## src/verilog/lenet_pkg.sv

```systemverilog
`default_nettype none

package lenet_pkg;

    // ========================================================================
    // data widths
    // ========================================================================
    typedef logic [7:0]  act_t;   // activation or output pixel
    typedef logic [7:0]  wgt_t;   // kernel weight
    typedef logic [15:0] prod_t;  // one multiplier product
    typedef logic [20:0] acc_t;   // 16 bit product plus 5 bits for 25 terms
    typedef logic [4:0]  tap_t;   // position inside the 5x5 kernel

    // ========================================================================
    // window and requantization
    // ========================================================================
    localparam int N_TAPS    = 25;
    localparam int OUT_SHIFT = 8;  // sum >> 8 before clipping

    typedef enum logic [1:0] {
        ST_IDLE,
        ST_RUN,
        ST_DRAIN
    } pe_state_t;

endpackage

`default_nettype wire

```

## src/verilog/approx_mul.sv

```systemverilog
`default_nettype none

module approx_mul (
    input  lenet_pkg::wgt_t  x,
    input  lenet_pkg::act_t  y,
    output lenet_pkg::prod_t z
);
    import lenet_pkg::*;

    act_t  pp [8];   // pp[i] is y gated by x[i]
    prod_t row_a;
    prod_t row_b;
    prod_t row_c;
    prod_t row_d;
    prod_t row_e;
    prod_t top_6;
    prod_t top_7;

    always_comb begin
        for (int i = 0; i < 8; i++) begin
            pp[i] = y & {8{x[i]}};
        end
    end

    // ========================================================================
    // compressed low and middle rows, bits 2..0 are dropped
    // ========================================================================
    assign row_a = {
        3'b000,
        pp[4][7] & pp[5][6],   // 12
        pp[4][6] & pp[5][5],   // 11
        pp[3][7],              // 10
        pp[2][6] & pp[3][5],   // 9
        pp[1][7],              // 8
        pp[0][7] ^ pp[1][6],   // 7
        pp[4][2] ^ pp[5][1],   // 6
        pp[0][5] | pp[1][4],   // 5
        pp[0][3] ^ pp[1][2],   // 4
        pp[0][2] ^ pp[1][1],   // 3
        3'b000
    };

    assign row_b = {
        3'b000,
        pp[5][7],              // 12
        pp[4][7] ^ pp[5][6],   // 11
        pp[4][6] ^ pp[5][5],   // 10
        pp[2][7] ^ pp[3][6],   // 9
        pp[2][5] & pp[3][4],   // 8
        pp[4][2] & pp[5][1],   // 7
        1'b0,
        pp[4][1] | pp[5][0],   // 5
        5'b00000
    };

    // sparse rows, only bits 9 and 8 carry anything
    assign row_c = {
        6'b000000,
        pp[4][4] | pp[5][3],
        pp[2][5] ^ pp[3][4],
        8'h00
    };

    assign row_d = {
        6'b000000,
        pp[4][5] & pp[5][4],
        pp[2][6] ^ pp[3][5],
        8'h00
    };

    assign row_e = {
        6'b000000,
        pp[4][5] | pp[5][4],
        pp[4][4] & pp[5][3],
        8'h00
    };

    // ========================================================================
    // exact top rows
    // ========================================================================
    assign top_6 = {2'b00, pp[6], 6'b000000};
    assign top_7 = {1'b0, pp[7], 7'b0000000};

    assign z = top_6 + top_7 + row_a + row_b + row_c + row_d + row_e;

endmodule

`default_nettype wire

```

## src/verilog/tap_counter.sv

```systemverilog
`default_nettype none

module tap_counter (
    input  logic            clk,
    input  logic            rst_n,
    input  logic            take,
    input  logic            clear,
    output lenet_pkg::tap_t tap,
    output logic            last
);
    import lenet_pkg::*;

    localparam tap_t LAST_TAP = tap_t'(N_TAPS - 1);

    assign last = take && (tap == LAST_TAP);

    always_ff @(posedge clk or negedge rst_n) begin
        if (!rst_n) begin
            tap <= '0;
        end else if (clear || last) begin
            tap <= '0;   // window done or restarted
        end else if (take) begin
            tap <= tap + tap_t'(1);
        end
    end

endmodule

`default_nettype wire

```

## src/verilog/conv_fsm.sv

```systemverilog
`default_nettype none

module conv_fsm (
    input  logic clk,
    input  logic rst_n,
    input  logic start,
    input  logic pix_valid,
    input  logic last,
    output logic take,
    output logic clear,
    output logic busy
);
    import lenet_pkg::*;

    pe_state_t state;
    pe_state_t state_nxt;
    logic      drain_cnt;  // two cycles of pipeline drain
    logic      accept;

    assign accept = start && !busy;   // busy low only in idle
    assign clear  = accept;
    assign take   = pix_valid && (state == ST_RUN);

    always_comb begin
        state_nxt = state;
        case (state)
            ST_IDLE:  if (accept) state_nxt = ST_RUN;
            ST_RUN:   if (last) state_nxt = ST_DRAIN;
            ST_DRAIN: if (drain_cnt) state_nxt = ST_IDLE;
            default:  state_nxt = ST_IDLE;
        endcase
    end

    // busy lags the state by one cycle so it drops together with out_valid
    always_ff @(posedge clk or negedge rst_n) begin
        if (!rst_n) begin
            state     <= ST_IDLE;
            drain_cnt <= 1'b0;
            busy      <= 1'b0;
        end else begin
            state <= state_nxt;
            busy  <= accept || (state != ST_IDLE);
            if (state == ST_DRAIN) begin
                drain_cnt <= ~drain_cnt;
            end else begin
                drain_cnt <= 1'b0;
            end
        end
    end

endmodule

`default_nettype wire

```

## src/verilog/weight_store.sv

```systemverilog
`default_nettype none

module weight_store (
    input  logic            clk,
    input  logic            rst_n,
    input  logic            wt_we,
    input  lenet_pkg::tap_t wt_addr,
    input  lenet_pkg::wgt_t wt_data,
    input  logic            busy,
    input  lenet_pkg::tap_t tap,
    output lenet_pkg::wgt_t weight
);
    import lenet_pkg::*;

    wgt_t kernel [N_TAPS];
    logic wr_ok;

    assign wr_ok  = wt_we && !busy && (int'(wt_addr) < N_TAPS);
    assign weight = kernel[tap];   // tap never leaves 0..24

    always_ff @(posedge clk or negedge rst_n) begin
        if (!rst_n) begin
            for (int i = 0; i < N_TAPS; i++) begin
                kernel[i] <= '0;
            end
        end else if (wr_ok) begin
            kernel[wt_addr] <= wt_data;
        end
    end

endmodule

`default_nettype wire

```

## src/verilog/mac_accum.sv

```systemverilog
`default_nettype none

module mac_accum (
    input  logic             clk,
    input  logic             rst_n,
    input  logic             take,
    input  logic             clear,
    input  logic             last,
    input  lenet_pkg::prod_t prod,
    output logic             out_valid,
    output lenet_pkg::act_t  out_data
);
    import lenet_pkg::*;

    prod_t prod_q;
    logic  prod_vld;
    logic  last_d1;    // 25th product sits in prod_q
    logic  last_d2;    // sum holds the full window
    acc_t  sum;
    acc_t  scaled;
    act_t  clipped;

    // ========================================================================
    // requantize
    // ========================================================================
    assign scaled  = sum >> OUT_SHIFT;
    assign clipped = (scaled > acc_t'(255)) ? 8'hff : scaled[7:0];

    always_ff @(posedge clk) begin
        if (take) prod_q <= prod;
        if (last_d2) out_data <= clipped;
    end

    always_ff @(posedge clk or negedge rst_n) begin
        if (!rst_n) begin
            prod_vld  <= 1'b0;
            last_d1   <= 1'b0;
            last_d2   <= 1'b0;
            sum       <= '0;
            out_valid <= 1'b0;
        end else begin
            prod_vld  <= take;
            last_d1   <= last;
            last_d2   <= last_d1;
            out_valid <= last_d2;
            if (clear || last_d2) begin
                sum <= '0;              // fresh window
            end else if (prod_vld) begin
                sum <= sum + acc_t'(prod_q);
            end
        end
    end

endmodule

`default_nettype wire

```

## src/verilog/conv_pe.sv

```systemverilog
`default_nettype none

module conv_pe (
    input  logic            clk,
    input  logic            rst_n,
    input  logic            wt_we,
    input  lenet_pkg::tap_t wt_addr,
    input  lenet_pkg::wgt_t wt_data,
    input  logic            start,
    input  logic            pix_valid,
    input  lenet_pkg::act_t pix_data,
    output logic            busy,
    output logic            out_valid,
    output lenet_pkg::act_t out_data
);
    import lenet_pkg::*;

    logic  take;
    logic  clear;
    logic  last;
    tap_t  tap;
    wgt_t  weight;
    prod_t prod;

    conv_fsm u_fsm (
        .clk       (clk),
        .rst_n     (rst_n),
        .start     (start),
        .pix_valid (pix_valid),
        .last      (last),
        .take      (take),
        .clear     (clear),
        .busy      (busy)
    );

    tap_counter u_tap (
        .clk   (clk),
        .rst_n (rst_n),
        .take  (take),
        .clear (clear),
        .tap   (tap),
        .last  (last)
    );

    weight_store u_wgt (
        .clk     (clk),
        .rst_n   (rst_n),
        .wt_we   (wt_we),
        .wt_addr (wt_addr),
        .wt_data (wt_data),
        .busy    (busy),
        .tap     (tap),
        .weight  (weight)
    );

    // weight on x, pixel on y
    approx_mul u_mul (
        .x (weight),
        .y (pix_data),
        .z (prod)
    );

    mac_accum u_mac (
        .clk       (clk),
        .rst_n     (rst_n),
        .take      (take),
        .clear     (clear),
        .last      (last),
        .prod      (prod),
        .out_valid (out_valid),
        .out_data  (out_data)
    );

endmodule

`default_nettype wire

```

## config.mk

```make
export PLATFORM = sky130hd
export DESIGN_NAME = conv_pe
export DESIGN_NICKNAME = d
export VERILOG_FILES = /design/src/verilog/lenet_pkg.sv /design/src/verilog/approx_mul.sv /design/src/verilog/tap_counter.sv /design/src/verilog/conv_fsm.sv /design/src/verilog/weight_store.sv /design/src/verilog/mac_accum.sv /design/src/verilog/conv_pe.sv
export SDC_FILE = /design/constraint.sdc
export NUM_CORES = 1
export LEC_CHECK = 0
export ABC_AREA = 1
export BUFFER_PORTS_ARGS = -buffer_cell sky130_fd_sc_hd__buf_2
export CAP_MARGIN = 15
export CORE_MARGIN = 8
export CORE_UTILIZATION = 63
export CTS_CLUSTER_DIAMETER = 30
export DETAILED_ROUTE_END_ITERATION = 10
export GPL_ROUTABILITY_DRIVEN = 0
export PLACE_DENSITY_LB_ADDON = 0.2
export SLEW_MARGIN = 5
export SYNTH_ARGS = -nofsm -noshare
export SYNTH_HDL_FRONTEND = slang
export SYNTH_SLANG_ARGS = --single-unit
```

## constraint.sdc

```tcl
create_clock -name clk -period 5.55 [get_ports clk]
set_input_delay 0.555 -clock clk [delete_from_list [all_inputs] [get_ports clk]]
set_output_delay 0.555 -clock clk [all_outputs]
set_load 0.02 [all_outputs]
```

; Word-level counts from Yosys, hierarchy flattened
; Cells that the tools add are included.
[op_classes]
n_addsub = 8
n_lt_le_gt_ge = 5
eq_ne = 6
muxes = 15
bitwise_logic = 31
reduce_logical = 15
[op_table]
columns = cell, count
row1 = 200-bit bitwise mux, 1
row2 = 8-bit bitwise AND, 8
row3 = 16-bit by 10-bit adder with 16-bit output, 3
row4 = 21-bit two-way mux, 2
row5 = 8-bit binary-select mux with 5-bit select, 1
row6 = 8-bit demux with 5-bit select, 1
row7 = 16-bit by 13-bit adder with 16-bit output, 2
row8 = 8-bit two-way mux, 3
row9 = 21-bit by 16-bit adder with 21-bit output, 1
row10 = 14-bit by 15-bit adder with 16-bit output, 1
row11 = 13-bit by 8-bit > comparator with 1-bit output (second input constant), 1
row12 = 6-bit greater-or-equal comparator (second input constant), 2
row13 = 5-bit NOT with 6-bit output, 2
row14 = 5-bit two-way mux, 2
row15 = 1-bit XOR, 9
row16 = 1-bit bitwise AND, 7
row17 = 1-bit logical AND, 6
row18 = 6-bit by 1-bit less-than comparator with 1-bit output (second input constant), 1
row19 = 2-bit two-way mux, 3
row20 = 2-bit by 1-bit inequality test with 1-bit output (second input constant), 3
row21 = 2-bit one-hot mux with 3 select lines, 1
row22 = 2-bit nonzero test, 3
row23 = 5-bit by 1-bit adder with 5-bit output (second input constant), 1
row24 = 5-bit == test (second input constant), 1
row25 = 10 further kinds, 15
[totals]
register_bits = 258
in_bits = 26
output_inout_bits = 10
wordCells = 116

; Logic depth before layout (Yosys ltp)
[depth]
ltp_word = 11
mapped_depth = 30

; Cells and area by module
; From an unflattened synthesis, not the netlist that was laid out.
[hier_totals]
hier_cells = 1992
hier_area_um2 = 15139.5
[modules_own_cells]
columns = mod, n_inst, cells_each, area_per_inst_um2, seq_area_each_um2
row1 = weight_store, 1, 1413, 10498.8, 5004.8
row2 = mac_accum, 1, 330, 2765.2, 1346.3
row3 = approx_mul, 1, 193, 1365.1, 0.0
row4 = tap_counter, 1, 37, 334.1, 125.1
row5 = conv_fsm, 1, 19, 176.4, 100.1

; Least setup slack after synthesis
; Ideal clock, no wire load.
[synth_path]
path_kind = register -> register
from = register u_tap.tap[0]
to = register u_mac.prod_q[15] (data pin)
setup_time_ps = 260
arrival_ps = 4802
setup_slack_ps = 487
path_stages_with_launch = 28
n_path_buf = 3
cell_sequence = dfrtp_1 buf_4 buf_4 buf_2 nand2_1 nand3_1 a21oi_1 nor2_1 nand2_1 nand2_1 nor2_1 ha_1 inv_1 fa_1 inv_1 fa_1 inv_1 fa_1 fa_1 inv_1 ha_1 inv_1 fa_1 o21ai_0 a21oi_1 nor2_1 nor2_1 xor2_1
[synth_via]
elab_chain_cells = 11
elab_cells_between_ends = 38
classes_between = add/sub (6) / mux (3) / bitwise (29)
[synth_rtl]
columns = item, line_no
row1 = from (decl), tap_counter.sv:8  ; output lenet_pkg::tap_t tap,
row2 = from (signal assigned), tap_counter.sv:23  ; tap <= tap + tap_t'(1);
row3 = 5-bit NOT with 6-bit output (implied by the code) *, weight_store.sv:19  ; assign weight = kernel[tap];
row4 = 8-bit binary-select mux with 5-bit select *, weight_store.sv:19
row5 = 8-bit two-way mux (implied by the code) * (2 in a row), weight_store.sv:19
row6 = 8-bit bitwise AND, approx_mul.sv:21  ; pp[i] = y & {8{x[i]}};
row7 = "14-bit by 15-bit adder with 16-bit output, or another cell as far along", approx_mul.sv:84  ; assign z = top_6 + top_7 + row_a + row_b + row_c + row_d + row_e;
row8 = 16-bit by 13-bit adder with 16-bit output (2 in a row), approx_mul.sv:84
row9 = 16-bit by 10-bit adder with 16-bit output (2 in a row), approx_mul.sv:84
row10 = 16-bit by 10-bit adder with 16-bit output *, approx_mul.sv:84
row11 = via prod[15], conv_pe.sv:23  ; prod_t prod;
row12 = to (signal assigned), mac_accum.sv:30  ; if (take) prod_q <= prod;
row13 = to (decl), mac_accum.sv:15  ; prod_t prod_q;
; The timed path passes the listed nets; every way through them passes the cells marked *. The select of a mux whose other input is x is not followed.
; A chain may end at the register's enable or synchronous reset.

; Worst setup path in the final report
; Ends and elaborated chain as after synthesis.

==> flow_summary.yaml <==
cells_and_area:
  final_cell_area_um2: 15800
  layout.nets: 1797
  area_growth_pct: 17.3
  antenna_cells: 0
  fillers: 1527
  drive_above_1_share_pct: 13.0
worst_setup_path:
  startpoint: "u_tap.tap[0]$_DFFE_PN0P_"
  cp-end-kind: "register"
  worstSetupStartpointType: "register"
  r2r-start: "u_tap.tap[0]$_DFFE_PN0P_"
  worstPathCellList: "buf_4 -> buf_12 -> clkbuf_16 -> o21ai_0 -> o211ai_1 -> nand3_1 -> nand2_1 -> nand2_2 -> nor2_1 -> ha_1 -> fa_1 -> fa_1 -> inv_1 -> fa_1 -> inv_1 -> ha_1 -> inv_1 -> fa_2 -> o21ai_2 -> a21oi_1 -> nor2_1 -> nor2_1 -> xor2_1"
  crit_path_end: "u_mac.prod_q[15]$_DFFE_PP_"
  path_depth: 23
  cp_top_family: "adder cells"
  crit_type: "reg2reg"
  r2r-end: "u_mac.prod_q[15]$_DFFE_PP_"
  path_max_fanout: 16
  worst-path-buf-inv: 6
  r2r_cells: 23
  crit_path_top_delay_cell: "fa_1"
  required_ps: 5830
  critPathMaxStageDelay_ps: 540
  cp_data_arrival_time_ps: 5650
  regToRegSetupSlack_ps: 180
flow_run:
  max_cap_viol_count: 0
grt:
  grt_usage_pct: 26.5
  grt_pass1_wl_mm: 57.0
  grt_max_degree: 126
  grt_antenna_before_repair: 0
  grt_overflow_total: 0
  grt_pass1_vias: 11300
drt:
  viasPerCell: 5.78
  via_count: 11700
  first_pass_iters: 5
  drc: 0
  drt_iter0_drc: 1242
  drtAntennaViolNets: 0
  wl_per_cell_um: 17.5
  wl_mm: 35.4
synthesis:
  syn-num-nets: 1746
  synthesis.area_um2: 13500
  ys_seq_elements: 252
  yosysUniqueCellTypes: 44
  postSynthAreaPerCell_um2: 8.15
  syn_inst: 1658
  ys_warn_count: 0
  ys_seq_area_share_pct: 47.5
clock_tree:
  h-tree-depth: 2
  clk_path_buf_depth: 3
  clk_pin_slew_ps: 50
  cts_root_buffer: "clkbuf_16"
  cts_buffers: 49
  cts_tree: "built"
  clock-sinks: 252
  insertion_delay_ps: 540
  postCtsHoldBufs: 0
timing:
  fin_crit_sh_pct: 96.7
  setup_tns_ps: 0
  max_freq_ghz: 0.186
  slew_violations: 0
  worst_pin_slew_ps: 1170
  hold_viol_final: 0
  setup_viol: 0
  timing.hold.ws_ps: 70.0
  period_minus_slack_ps: 5370
  slew_headroom_pct: 21.6
  finClkSkew_ps: 11.2
pwr:
  power_density_nw_per_um2: 664
  ir_worst_vdd_v: 0.000632
  total_power_uw: 10500
  p_leak_uw: 0.00789
die:
  die_height_um: 162
  start_util_pct: 64.3
  num_rows: 53
  io_pins: 36
  core_region_area_um2: 21000
  dieArea_um2: 26400
  die_w_um: 162
outcome:
  run_status: "finished, final reports clean"
place:
  place_hpwl_mm: 22.2
  placed_area_um2: 13900
  io_buffers: 35
worst_hold_path:
  hold_class: "in2async"
-- repair_timing --
item / in CTS / in global routing
cloned: 0 / 3
setup buffers: 0 / 15
pin swaps: 0 / 4
hold endpoints to repair: 0 / 0
endpoints found under the setup margin: 1 / 3
gates resized for setup: 1 / 18
-- synth_stat cells, drive strengths merged --
master  number  share of area (%)
nand2      495                 14
o21ai      275                 11
dfrtp      231                 43
nor2       168                4.8
inv        133                3.8
nand3      107                4.3
buf         54                2.8
ha          41                3.8
a21oi       35                1.3
clkbuf      26               0.72
edfxtp      21                4.7
fa          21                3.1
o211ai      15               0.83
o22ai        5               0.23
xor2         5               0.32
nor3         4               0.15
a21o         3               0.17
nand3b       3               0.17
or2          3               0.14
a22o         2               0.13
nand4        2               0.20
o21bai       2               0.11
a32o         1              0.074
and2         1              0.046
clkinv       1              0.028
nor3b        1              0.056
nor4         1              0.046
o31ai        1              0.056
xnor2        1              0.065
-- power breakdown --
part / internal, uW / switching (uW) / leakage, uW
registers: 2340 / 209 / 0.00332
clock network: 2040 / 981 / 0.000825
logic: 1950 / 3000 / 0.00374
total: 6320 / 4190 / 0.00789
-- state kept, by name (all words and copies together), names as in the netlist --
name	cells
u_mac.prod_q	13
u_mac.sum	18
u_mac.out_data	8
u_mac.out_valid	1
u_wgt.kernel	200
u_fsm.busy	1
u_mac.last_d1	1
u_mac.last_d2	1
u_fsm.drain_cnt	1
u_tap.tap	5
u_fsm.state	2
u_mac.prod_vld	1
-- metal layers --
metal	vias to the layer above	GRT usage (%)	routed length [um]
met2	488	42.2	16700
met5	-	0	0
met3	93	4.02	2450
li1	5510	-	-
met1	5603	35.8	15000
met4	0	10.8	1200
-- worst min-delay path by stage --
stage,from,to
floorplan,rst_n,u_fsm.busy$_DFF_PN0_
global placement,u_mac.last_d1$_DFF_PN0_,u_mac.last_d2$_DFF_PN0_
detailed placement,u_mac.last_d1$_DFF_PN0_,u_mac.last_d2$_DFF_PN0_
CTS,rst_n,u_wgt.kernel[96]$_DFFE_PN0P_
global route,rst_n,u_wgt.kernel[96]$_DFFE_PN0P_
finish,rst_n,u_wgt.kernel[96]$_DFFE_PN0P_
-- cell type report --
cell class              count  area, um2  share of cell area, %
well taps                 275        344                   2.17
inverters                 134        520                   3.29
clock inverters            24        327                   2.06
clock buffers              67       1400                   8.81
flip-flops and latches    252       6410                   40.5
multi-input cells        1192       6140                   38.8
repair buffers             80        701                   4.42
-- cells by family (layout without fill, tap and decap cells) --
group / Yosys count / count (layout) / share of synthesized area (%)
AO/OA/AOI/OAI: 339 / 339 / 13.6
XOR/XNOR: 6 / 6 / 0.389
adder cells (fa/ha/maj): 62 / 62 / 6.91
buffers and inverters: 214 / 305 / 7.30
flip-flops: 252 / 252 / 47.5
AND/OR/NAND/NOR: 785 / 785 / 24.3
-- through the flow --
step	util (%)	setup WS [ps]	cells
6_report	75.4	185	2024
5_1_grt	75.4	-60.8	2024
2_1_floorplan	-	487	1658
4_1_cts	74.1	44.7	2006
3_5_place_dp	65.9	55.6	1915
3_3_place_gp	65.9	142	1915
-- placed cells by master, fill, tap and decap left out, types with 9 or more instances in the layout --
cell type and count:
nand2_4 11, dfrtp_1 229, o21ai_2 21, clkbuf_1 9
buf_4 31, nand2_1 478, o21ai_0 165, nor2_1 160
o211ai_1 15, a21oi_1 35, buf_12 10, fa_1 19
o21ai_1 89, inv_1 128, edfxtp_1 21, clkbuf_16 53
buf_2 34, ha_1 41, nand3_1 100
No activity file was read; power rests on OpenSTA's default activity.
